$ cat src/common/lock_pkg.sv
`default_nettype none

package lock_pkg;

    // keypad word from the upstream scanner
    localparam int KEY_WIDTH = 16;

    // one-hot bit positions
    localparam int KEY_BIT_ENTER     = 0;
    localparam int KEY_BIT_CLEAR_ALL = 8;
    localparam int KEY_BIT_CLEAR     = 12;

    // bit position of digits 0..9, indexed by digit value
    localparam int KEY_DIGIT_BIT [10] = '{3, 7, 6, 5, 11, 10, 9, 15, 14, 13};

    typedef enum logic [1:0] {
        key_digit,
        key_enter,
        key_clear,      // clear-entry
        key_clear_all
    } key_kind_t;

    typedef logic [3:0] digit_t;   // one bcd digit

    // three nibbles, oldest digit on top
    typedef logic [11:0] disp_t;

    localparam digit_t NIBBLE_BLANK = 4'hF;   // dark position
    localparam disp_t  DISP_BLANK   = {3{NIBBLE_BLANK}};
    localparam disp_t  DISP_PASS    = 12'hBCC;
    localparam disp_t  DISP_LOCKED  = 12'h000;

    // entry length
    localparam int CODE_DIGITS = 3;
    localparam int COUNT_W     = 2;   // fits 0..CODE_DIGITS

endpackage

`default_nettype wire

$ cat src/common/tone_pkg.sv
`default_nettype none

package tone_pkg;

    typedef enum logic [1:0] {
        tone_click,   // accepted digit
        tone_pass,    // code matched
        tone_fail     // wrong code
    } tone_kind_t;

    // defaults in clock cycles for a 50 MHz clock
    localparam int CLICK_HALF = 50000;
    localparam int CLICK_LEN  = 10000000;

    localparam int PASS_HALF  = 25000;
    localparam int PASS_LEN   = 30000000;

    localparam int FAIL_HALF  = 100000;
    localparam int FAIL_LEN   = 3000000;

    // silent window inside the fail pattern
    localparam int FAIL_GAP_START = 1000000;
    localparam int FAIL_GAP_END   = 2000000;

    localparam int TONE_CNT_W = 32;

endpackage

`default_nettype wire

$ cat src/logic/key_decode.sv
`default_nettype none

module key_decode import lock_pkg::*; (
    input  logic                 clk,
    input  logic                 rst_n,
    input  logic [KEY_WIDTH-1:0] onehot,
    output logic                 key_valid,
    output key_kind_t            key_kind,
    output digit_t               key_digit
);

    logic [KEY_WIDTH-1:0] onehot_q;   // sampled keypad word
    logic [KEY_WIDTH-1:0] prev_q;     // word one cycle earlier
    logic                 dec_hit;
    key_kind_t            dec_kind;
    digit_t               dec_digit;

    // map a single-hot code to kind and digit, anything else misses
    always_comb begin
        dec_hit   = 1'b0;
        dec_kind  = lock_pkg::key_digit;
        dec_digit = '0;
        for (int i = 0; i < 10; i++) begin
            if (onehot_q == (KEY_WIDTH'(1) << KEY_DIGIT_BIT[i])) begin
                dec_hit   = 1'b1;
                dec_digit = digit_t'(i);
            end
        end
        if (onehot_q == (KEY_WIDTH'(1) << KEY_BIT_ENTER)) begin
            dec_hit  = 1'b1;
            dec_kind = key_enter;
        end
        if (onehot_q == (KEY_WIDTH'(1) << KEY_BIT_CLEAR)) begin
            dec_hit  = 1'b1;
            dec_kind = key_clear;
        end
        if (onehot_q == (KEY_WIDTH'(1) << KEY_BIT_CLEAR_ALL)) begin
            dec_hit  = 1'b1;
            dec_kind = key_clear_all;
        end
    end

    always_ff @(posedge clk or negedge rst_n) begin
        if (!rst_n) begin
            onehot_q  <= '0;
            prev_q    <= '0;
            key_valid <= 1'b0;
        end else begin
            onehot_q  <= onehot;
            prev_q    <= onehot_q;
            key_valid <= dec_hit && (onehot_q != prev_q);   // fresh press only
        end
    end

    always_ff @(posedge clk) begin
        if (dec_hit && (onehot_q != prev_q)) begin
            key_kind  <= dec_kind;
            key_digit <= dec_digit;
        end
    end

    // upstream debounce keeps every key level for at least one cycle
    a_valid_single: assert property (@(posedge clk) disable iff (!rst_n)
        key_valid |=> !key_valid);

endmodule

`default_nettype wire

$ cat src/lock/lock_execute.sv
`default_nettype none

module lock_execute import lock_pkg::*, tone_pkg::*; #(
    parameter disp_t SECRET    = 12'h246,
    parameter int    MAX_TRIES = 6
) (
    input  logic       clk,
    input  logic       rst_n,
    input  logic       key_valid,
    input  key_kind_t  key_kind,
    input  digit_t     key_digit,
    output disp_t      display,
    output logic [2:0] tries,
    output logic       unlocked,
    output logic       locked,
    output logic       tone_start,
    output tone_kind_t tone_kind
);

    localparam int CNT_W = COUNT_W + 1;

    logic [CNT_W-1:0] count;       // digits entered so far
    logic [2:0]       tries_next;
    logic             entry_full;

    assign tries_next = tries + 3'd1;
    assign entry_full = (count == CNT_W'(CODE_DIGITS));

    // display doubles as the entry register
    always_ff @(posedge clk or negedge rst_n) begin
        if (!rst_n) begin
            display    <= DISP_BLANK;
            count      <= '0;
            tries      <= '0;
            unlocked   <= 1'b0;
            locked     <= 1'b0;
            tone_start <= 1'b0;
        end else begin
            tone_start <= 1'b0;
            if (key_valid) begin
                case (key_kind)
                    lock_pkg::key_digit: begin
                        if (!entry_full && !unlocked && !locked) begin
                            display    <= {display[7:0], key_digit};   // shift left a nibble
                            count      <= count + 1'b1;
                            tone_start <= 1'b1;
                        end
                    end
                    key_enter: begin
                        if (entry_full && !unlocked && !locked) begin
                            tone_start <= 1'b1;
                            if (display == SECRET) begin
                                unlocked <= 1'b1;
                                display  <= DISP_PASS;
                            end else begin
                                display <= DISP_BLANK;
                                count   <= '0;
                                tries   <= tries_next;
                                if (tries_next == 3'(MAX_TRIES)) begin
                                    locked  <= 1'b1;
                                    display <= DISP_LOCKED;
                                end
                            end
                        end
                    end
                    key_clear: begin
                        if (!locked) begin
                            display  <= DISP_BLANK;
                            count    <= '0;
                            unlocked <= 1'b0;
                        end
                    end
                    default: begin   // clear-all, the only way out of lockout
                        display  <= DISP_BLANK;
                        count    <= '0;
                        unlocked <= 1'b0;
                        tries    <= '0;
                        locked   <= 1'b0;
                    end
                endcase
            end
        end
    end

    // tone pattern follows the same decision as the state update
    always_ff @(posedge clk) begin
        if (key_valid) begin
            if (key_kind == key_enter) begin
                tone_kind <= (display == SECRET) ? tone_pass : tone_fail;
            end else begin
                tone_kind <= tone_click;
            end
        end
    end

    a_count_max: assert property (@(posedge clk) disable iff (!rst_n)
        count <= CNT_W'(CODE_DIGITS));

    a_lock_excl: assert property (@(posedge clk) disable iff (!rst_n)
        !(unlocked && locked));

endmodule

`default_nettype wire

$ cat src/logic/tone_gen.sv
`default_nettype none

module tone_gen import tone_pkg::*; #(
    parameter int CLICK_HALF_P     = CLICK_HALF,
    parameter int CLICK_LEN_P      = CLICK_LEN,
    parameter int PASS_HALF_P      = PASS_HALF,
    parameter int PASS_LEN_P       = PASS_LEN,
    parameter int FAIL_HALF_P      = FAIL_HALF,
    parameter int FAIL_LEN_P       = FAIL_LEN,
    parameter int FAIL_GAP_START_P = FAIL_GAP_START,
    parameter int FAIL_GAP_END_P   = FAIL_GAP_END
) (
    input  logic       clk,
    input  logic       rst_n,
    input  logic       tone_start,
    input  tone_kind_t tone_kind,
    output logic       buzzer,
    output logic       tone_busy
);

    logic [TONE_CNT_W-1:0] half_cnt;   // cycles since last toggle
    logic [TONE_CNT_W-1:0] len_cnt;    // cycles since start
    logic [TONE_CNT_W-1:0] half_lim;
    logic [TONE_CNT_W-1:0] len_lim;
    logic                  is_fail;
    logic                  in_gap;

    assign in_gap = is_fail && (len_cnt > TONE_CNT_W'(FAIL_GAP_START_P))
                            && (len_cnt < TONE_CNT_W'(FAIL_GAP_END_P));

    always_ff @(posedge clk or negedge rst_n) begin
        if (!rst_n) begin
            buzzer    <= 1'b0;
            tone_busy <= 1'b0;
            half_cnt  <= '0;
            len_cnt   <= '0;
            half_lim  <= '0;
            len_lim   <= '0;
            is_fail   <= 1'b0;
        end else if (tone_start) begin
            // restart whatever is playing
            half_cnt  <= '0;
            len_cnt   <= '0;
            buzzer    <= 1'b1;
            tone_busy <= 1'b1;
            is_fail   <= (tone_kind == tone_fail);
            case (tone_kind)
                tone_pass: begin
                    half_lim <= TONE_CNT_W'(PASS_HALF_P);
                    len_lim  <= TONE_CNT_W'(PASS_LEN_P);
                end
                tone_fail: begin
                    half_lim <= TONE_CNT_W'(FAIL_HALF_P);
                    len_lim  <= TONE_CNT_W'(FAIL_LEN_P);
                end
                default: begin
                    half_lim <= TONE_CNT_W'(CLICK_HALF_P);
                    len_lim  <= TONE_CNT_W'(CLICK_LEN_P);
                end
            endcase
        end else if (tone_busy) begin
            half_cnt <= half_cnt + 1'b1;
            len_cnt  <= len_cnt + 1'b1;
            if (half_cnt >= half_lim) begin
                buzzer   <= ~buzzer;
                half_cnt <= '0;
            end
            if (in_gap) begin
                buzzer <= 1'b0;   // broken tone
            end
            if (len_cnt >= len_lim) begin   // pattern done
                tone_busy <= 1'b0;
                buzzer    <= 1'b0;
            end
        end
    end

    a_quiet_idle: assert property (@(posedge clk) disable iff (!rst_n)
        !tone_busy |-> !buzzer);

endmodule

`default_nettype wire

$ cat src/logic/code_lock_top.sv
`default_nettype none

module code_lock_top import lock_pkg::*, tone_pkg::*; #(
    parameter disp_t SECRET         = 12'h246,
    parameter int    MAX_TRIES      = 6,
    parameter int    CLICK_HALF_P     = CLICK_HALF,
    parameter int    CLICK_LEN_P      = CLICK_LEN,
    parameter int    PASS_HALF_P      = PASS_HALF,
    parameter int    PASS_LEN_P       = PASS_LEN,
    parameter int    FAIL_HALF_P      = FAIL_HALF,
    parameter int    FAIL_LEN_P       = FAIL_LEN,
    parameter int    FAIL_GAP_START_P = FAIL_GAP_START,
    parameter int    FAIL_GAP_END_P   = FAIL_GAP_END
) (
    input  logic                 clk,
    input  logic                 rst_n,
    input  logic [KEY_WIDTH-1:0] onehot,
    output disp_t                display,
    output logic [2:0]           tries,
    output logic                 unlocked,
    output logic                 locked,
    output logic                 buzzer,
    output logic                 tone_busy
);

    logic       key_valid;
    key_kind_t  key_kind;
    digit_t     key_digit;
    logic       tone_start;
    tone_kind_t tone_kind;

    key_decode key_decode_i (
        .clk       (clk),
        .rst_n     (rst_n),
        .onehot    (onehot),
        .key_valid (key_valid),
        .key_kind  (key_kind),
        .key_digit (key_digit)
    );

    lock_execute #(
        .SECRET    (SECRET),
        .MAX_TRIES (MAX_TRIES)
    ) lock_execute_i (
        .clk        (clk),
        .rst_n      (rst_n),
        .key_valid  (key_valid),
        .key_kind   (key_kind),
        .key_digit  (key_digit),
        .display    (display),
        .tries      (tries),
        .unlocked   (unlocked),
        .locked     (locked),
        .tone_start (tone_start),
        .tone_kind  (tone_kind)
    );

    tone_gen #(
        .CLICK_HALF_P     (CLICK_HALF_P),
        .CLICK_LEN_P      (CLICK_LEN_P),
        .PASS_HALF_P      (PASS_HALF_P),
        .PASS_LEN_P       (PASS_LEN_P),
        .FAIL_HALF_P      (FAIL_HALF_P),
        .FAIL_LEN_P       (FAIL_LEN_P),
        .FAIL_GAP_START_P (FAIL_GAP_START_P),
        .FAIL_GAP_END_P   (FAIL_GAP_END_P)
    ) tone_gen_i (
        .clk        (clk),
        .rst_n      (rst_n),
        .tone_start (tone_start),
        .tone_kind  (tone_kind),
        .buzzer     (buzzer),
        .tone_busy  (tone_busy)
    );

endmodule

`default_nettype wire

$ cat config.mk
export PLATFORM = sky130hd
export DESIGN_NAME = code_lock_top
export DESIGN_NICKNAME = d
export VERILOG_FILES = /design/src/common/lock_pkg.sv /design/src/common/tone_pkg.sv /design/src/logic/key_decode.sv /design/src/lock/lock_execute.sv /design/src/logic/tone_gen.sv /design/src/logic/code_lock_top.sv
export SDC_FILE = /design/constraint.sdc
export NUM_CORES = 1
export LEC_CHECK = 0
export BUFFER_PORTS_ARGS = -buffer_cell sky130_fd_sc_hd__buf_2
export CAP_MARGIN = 0
export CORE_ASPECT_RATIO = 0.5
export CORE_UTILIZATION = 50
export DETAILED_ROUTE_END_ITERATION = 10
export HOLD_SLACK_MARGIN = 0.05
export PLACE_DENSITY = 0.67
export SLEW_MARGIN = 20
export SYNTH_ARGS = -nofsm -noshare
export SYNTH_HDL_FRONTEND = slang
export SYNTH_SLANG_ARGS = --single-unit
$ cat constraint.sdc
create_clock -name clk -period 3 [get_ports clk]
set_input_delay 0.3 -clock clk [delete_from_list [all_inputs] [get_ports clk]]
set_output_delay 0.3 -clock clk [all_outputs]
set_load 0.02 [all_outputs]
== Word level (Yosys, flattened, before mapping) ==
Index checks and enable logic that the tools add are counted.

* Bits in registers: 193
* Input port bits: 18
* Output and inout port bits: 19
* Word-level logic and storage cells: 146

* $add $sub $neg: 4
* $lt $le $gt $ge: 4
* Equality and inequality tests: 27
* Mux-type cells: 65
* Bitwise logic cells: 3
* Reductions and logical operators: 22

{| class="wikitable"
|+ Operators with widths
! kind !! number
|-
| $mux W32 || 5
|-
| $add A32 B1 Y32 const B || 2
|-
| $ge A32 B32 Y1 || 2
|-
| $mux W12 || 5
|-
| $pmux W25 S2 || 1
|-
| $pmux W12 S3 || 1
|-
| $mux W1 || 34
|-
| $pmux W17 S2 || 1
|-
| $gt A32 B20 Y1 const B || 1
|-
| $lt A32 B21 Y1 const B || 1
|-
| $mux W3 || 10
|-
| $eq A16 B1 Y1 const B || 1
|-
| $eq A16 B10 Y1 const B || 1
|-
| $eq A16 B11 Y1 const B || 1
|-
| $eq A16 B12 Y1 const B || 1
|-
| $eq A16 B13 Y1 const B || 1
|-
| $eq A16 B14 Y1 const B || 1
|-
| $eq A16 B15 Y1 const B || 1
|-
| $eq A16 B16 Y1 const B || 1
|-
| $eq A16 B4 Y1 const B || 1
|-
| $eq A16 B6 Y1 const B || 1
|-
| $eq A16 B7 Y1 const B || 1
|-
| $eq A16 B8 Y1 const B || 1
|-
| $eq A16 B9 Y1 const B || 1
|-
| other kinds (24) || 49
|}

== Logic depth before layout (Yosys ltp) ==
* Depth in word-level cells: 15
* Mapped depth: 10

== By module ==
From an unflattened synthesis, not the netlist that was laid out.

* Cell total of the unflattened synthesis: 683
* Area total of the unflattened synthesis: 7149.4 um^2

{| class="wikitable"
|+ By module, submodules not included
! module !! instances !! cells each !! area each (um^2)
|-
| tone_gen || 1 || 468 || 4361.7
|-
| key_decode || 1 || 110 || 1534.0
|-
| lock_execute || 1 || 105 || 1253.7
|}

== Worst setup path before layout ==
No wires, ideal clock.

* Path kind: register to register
* From: register key_decode_i.onehot_q[5]
* To: register key_decode_i.key_digit[0] (enable)
* Data arrival time: 1.938 ns
* Data required time: 2.644 ns
* Setup slack: 0.706 ns
* Stages on the path, launching flop included: 8
* Path through: dfrtp_1 -> buf_6 -> nor4_4 -> nand4_1 -> or4_1 -> nand2_1 -> nor4_1 -> nor2_1

* Longest elaborated chain between the ends: 15
* Elaborated cells on any way between the ends: 28
* Those cells by class: eq/ne: 14; mux: 13; reduce/logical: 1

{| class="wikitable"
|+ RTL lines
! element !! line !! RTL
|-
| from (decl) || key_decode.sv:12 || <nowiki>logic [KEY_WIDTH-1:0] onehot_q;</nowiki>
|-
| from (signal assigned) || key_decode.sv:49 || <nowiki>onehot_q <= onehot;</nowiki>
|-
| $eq A16 B4 Y1 || key_decode.sv:24 || <nowiki>if (onehot_q == (KEY_WIDTH'(1) << KEY_DIGIT_BIT[i])) begin</nowiki>
|-
| $mux W1 (10 in series) || key_decode.sv:24 ||
|-
| $mux W1 || key_decode.sv:29 || <nowiki>if (onehot_q == (KEY_WIDTH'(1) << KEY_BIT_ENTER)) begin</nowiki>
|-
| $mux W1 || key_decode.sv:33 || <nowiki>if (onehot_q == (KEY_WIDTH'(1) << KEY_BIT_CLEAR)) begin</nowiki>
|-
| $mux W1 || key_decode.sv:37 || <nowiki>if (onehot_q == (KEY_WIDTH'(1) << KEY_BIT_CLEAR_ALL)) begin</nowiki>
|-
| $logic_and A1 B1 Y1 (*) || key_decode.sv:56 || <nowiki>if (dec_hit && (onehot_q != prev_q)) begin</nowiki>
|-
| to (signal assigned) || key_decode.sv:58 || <nowiki>key_digit <= dec_digit;</nowiki>
|-
| to (decl) || key_decode.sv:9 || <nowiki>output digit_t key_digit</nowiki>
|}

Every way passes the cells marked *; elsewhere a longest branch is shown, timed or not.
A chain may end at the register's enable or synchronous reset.

== Worst setup path after layout ==
* From: register key_decode_i.onehot_q[0]
* To: register key_decode_i.key_digit[2] (enable)

Same word-level chain as after synthesis.

==> run_results.csv <==
group,metric,value,unit
yosys,synthTopCellsByArea,"dfrtp_1 (42%), ha_1 (7.2%), dfstp_2 (4.6%)",
power_and_ir_drop,seq_power_share,46.7,%
critical_path,worstPathRequired,3.06,ns
drt,dr.pass1.iters,5,
clocking,cts_tree,"yes",
flow_run,drv_cap,0,
cells_and_area,final_core_util,61.3,%
critical_path,rr_startpoint,"key_decode_i.onehot_q[0]$_DFF_PN0_",
placed_design,io_buffers,36,
floorplanning,die_w,168,um
run_status,outcome,"finished, final reports clean",
timing,timing.hold.ws,0.315,ns
hold_path,min_path_type,"in -> async",
global_route,grt_pass1_vias,4988,
yosys,synth_seq_cells,135,
placed_design,gp_congestion,0.846,
timing,finalHoldViolations,0,
cells_and_area,n_antenna_cell,0,
clocking,clk-insertion-delay-late,0.42,ns
floorplanning,die-height,85.2,um
yosys,syn_inst,672,
clocking,numCtsBuffers,17,
clocking,cts_hold_buf,17,
drt,drt_iter0_drc,297,
yosys,syn_area_per_cell,10.3,um2
clocking,cts-htree-levels,4,
yosys,yosysUniqueCellTypes,63,
drt,drc,0,
power_and_ir_drop,combPwrFrac,2.8,%
clocking,cts_buffer_depth,2,
global_route,grt_usage,21.8,%
power_and_ir_drop,internal_power,3060,uW
drt,vias_per_cell,5.65,
clocking,post_cts_buffers,0,
clocking,clk_pin_slew,0.06,ns
power_and_ir_drop,peakVddDrop,0.000296,V
yosys,synth_edf_count,8,
floorplanning,initial_core_util,53.0,%
floorplanning,die_area,14300,um2
floorplanning,boundaryPins,37,
critical_path,reg2regPathDepth,6,
critical_path,reg2reg_slack,0.46,ns
clocking,cts_sinks,135,
floorplanning,core,13100,um2
yosys,ys.flop_type,"dfrtp_1",
placed_design,dp_hpwl,9750,um
timing,relSlewSlack,65.9,%
floorplanning,row_count,29,
timing,tns,0,ns
global_route,grt_antenna_before_repair,0,
critical_path,crit_type,"reg -> reg",
critical_path,crit_fanout,7,
yosys,synth_area_leader_cell,"dfrtp_1",
power_and_ir_drop,swShare,24.4,%
yosys,synth_warnings,0,
global_route,overflow,0,
cells_and_area,fin_cells,910,
power_and_ir_drop,p_leak,0.00352,uW
critical_path,arrival,2.60,ns
power_and_ir_drop,p_clk_share,50.5,%
timing,setup_viol,0,
yosys,synth_top_area_share,41.6,%
timing,skew,0.00977,ns
yosys,syn-num-nets,730,
cells_and_area,drive_gt1_share,13.2,%
drt,antenna_left,0,
clocking,cts_root_buf,"clkbuf_16",
clocking,ctsResizeCount,0,
timing,timing.final.crit_share,84.7,%
timing,max_freq,0.393,GHz
timing,period_minus_slack,2.54,ns
power_and_ir_drop,switchingPower,989,uW
cells_and_area,nets,785,
critical_path,r2r-end,"key_decode_i.key_digit[2]$_SDFFCE_PP0P_",
critical_path,end_kind,"flip-flop",
critical_path,startpoint_type,"flip-flop",
cells_and_area,syn_to_final_growth,15.7,%
yosys,synth-async-reset-ratio,94.1,%
drt,wirelength,14100,um
power_and_ir_drop,p_per_area,506,nW/um2
timing,slew_viol_final,0,
yosys,syn_area,6920,um2
timing,worst_pin_slew,0.510,ns
yosys,ys_seq_area_share,49.6,%
global_route,grt_max_degree,52,
global_route,grt_pass1_wl,24600,um
placed_design,placed_cells,861,
drt,vias,5142,
drt,wl_per_cell,15.5,um
timing,rsz0062_at_grt,"false",
==> worst max path at each step <==
stage	slack, ns	end	cells after the start	start
3_3_place_gp	0.54	key_decode_i.key_digit[0]$_SDFFCE_PP1P_	6	key_decode_i.onehot_q[5]$_DFF_PN0_
2_1_floorplan	0.71	key_decode_i.key_digit[0]$_SDFFCE_PP1P_	7	key_decode_i.onehot_q[5]$_DFF_PN0_
3_5_place_dp	0.47	key_decode_i.key_digit[3]$_SDFFCE_PP1P_	6	key_decode_i.onehot_q[5]$_DFF_PN0_
4_1_cts	0.47	key_decode_i.key_kind[1]$_SDFFCE_PP1P_	6	key_decode_i.onehot_q[0]$_DFF_PN0_
6_report	0.46	key_decode_i.key_digit[2]$_SDFFCE_PP0P_	6	key_decode_i.onehot_q[0]$_DFF_PN0_
5_1_grt	0.20	key_decode_i.key_kind[1]$_SDFFCE_PP1P_	6	key_decode_i.onehot_q[0]$_DFF_PN0_
==> power by group through the flow <==
stage	Clock [uW]	Combinational (uW)	Sequential (uW)
floorplan	0	44.5	1920
global placement	0	99.3	1920
detailed placement	0	99.9	1920
CTS	2080	117	1890
global route	2150	128	1890
finish	2050	113	1890
==> Yosys cell counts (3+ instances only) <==
master	instances
dfrtp_1	115
nor2_1	61
nand2_1	50
ha_1	40
xnor2_1	36
o21ai_0	29
a21oi_1	27
inv_1	26
nand3_1	23
a31oi_1	21
nand4_1	20
and2_1	18
xor2_1	18
clkbuf_1	15
nor4_1	15
nand2b_1	13
dfstp_2	12
nor2b_1	11
nor3_1	10
edfxtp_1	8
and4_1	7
o22a_1	7
mux2i_1	6
or3_1	6
and3_1	5
buf_2	5
buf_6	5
nand4b_1	5
nor4b_1	5
o21a_1	4
o311ai_0	3
or4_1	3
==> placed cells by master (no fill, tap or decap), types with 8 or more instances in the layout <==
cell type | Yosys | routed
edfxtp_1 | 8 | 8
nand2_1 | 50 | 50
nand3_1 | 23 | 23
and2_1 | 18 | 18
buf_4 | 0 | 9
a31oi_1 | 21 | 21
ha_1 | 40 | 40
nor2b_1 | 11 | 11
nor3_1 | 10 | 10
dlygate4sd3_1 | 0 | 17
inv_1 | 26 | 26
xor2_1 | 18 | 18
clkbuf_16 | 0 | 18
xnor2_1 | 36 | 36
nor4_1 | 15 | 15
nand2b_1 | 13 | 13
dfrtp_1 | 115 | 115
a21oi_1 | 27 | 27
nor2_1 | 61 | 61
buf_2 | 5 | 35
dfstp_2 | 12 | 12
o21ai_0 | 29 | 29
nand4_1 | 20 | 20
==> registers in the layout, summed over array words and instances, names as in the netlist, 2 cells and up <==
| signal | flops |
|---|---|
| lock_execute_i.display | 12 |
| lock_execute_i.tone_kind | 2 |
| key_decode_i.onehot_q | 16 |
| key_decode_i.key_digit | 4 |
| tone_gen_i.half_cnt | 32 |
| lock_execute_i.tries | 3 |
| tone_gen_i.half_lim | 5 |
| lock_execute_i.count | 3 |
| tone_gen_i.len_cnt | 32 |
| key_decode_i.key_kind | 2 |
| key_decode_i.prev_q | 16 |
==> cell families after synthesis <==
family	Yosys count	synth area share (%)
DFF	135	49.6
adders and majority gates	40	7.23
muxes	6	0.868
AOI/OAI and AO/OA	114	10.3
xor gates and xnor gates	54	6.84
and+or+nand+nor	271	21.7
buffers and inverters	52	3.45
==> through the flow <==
stage               area (um2)  worst slack [ns]  total power [uW]
finish                    8000             0.458              4050
global route              8000             0.201              4170
CTS                       8000             0.466              4080
detailed placement        7250             0.469              2020
global placement          7250             0.538              2020
floorplan                 6920             0.706              1960
==> metal layers <==
layer	vias to the layer above	share of wire, %	wire length [um]	track usage (%)
li1	2517	-	-	-
met1	2510	50	7080	30.9
met2	104	45	6290	33.5
met3	11	4.3	601	4.66
met4	0	0.93	131	7.11
met5	-	0	0	0
==> critical path, stage by stage (launching register included) <==
cell,delay [ns]
dfrtp_1,0.45
nor4_2,0.45
nand4_1,0.19
or4_1,0.51
nand2_1,0.10
nor4_1,0.06
nor2_1,0.42
==> final cells by class <==
cell class              instances  area, um2
clock buffers                  18        450
clock inverters                14        130
fillers                      1086       5060
inverters                      26       97.6
multi-input cells             485       3250
flip-flops and latches        135       3430
well taps                     170        213
repair buffers                 62        433
(Power assumes the default switching activity.)
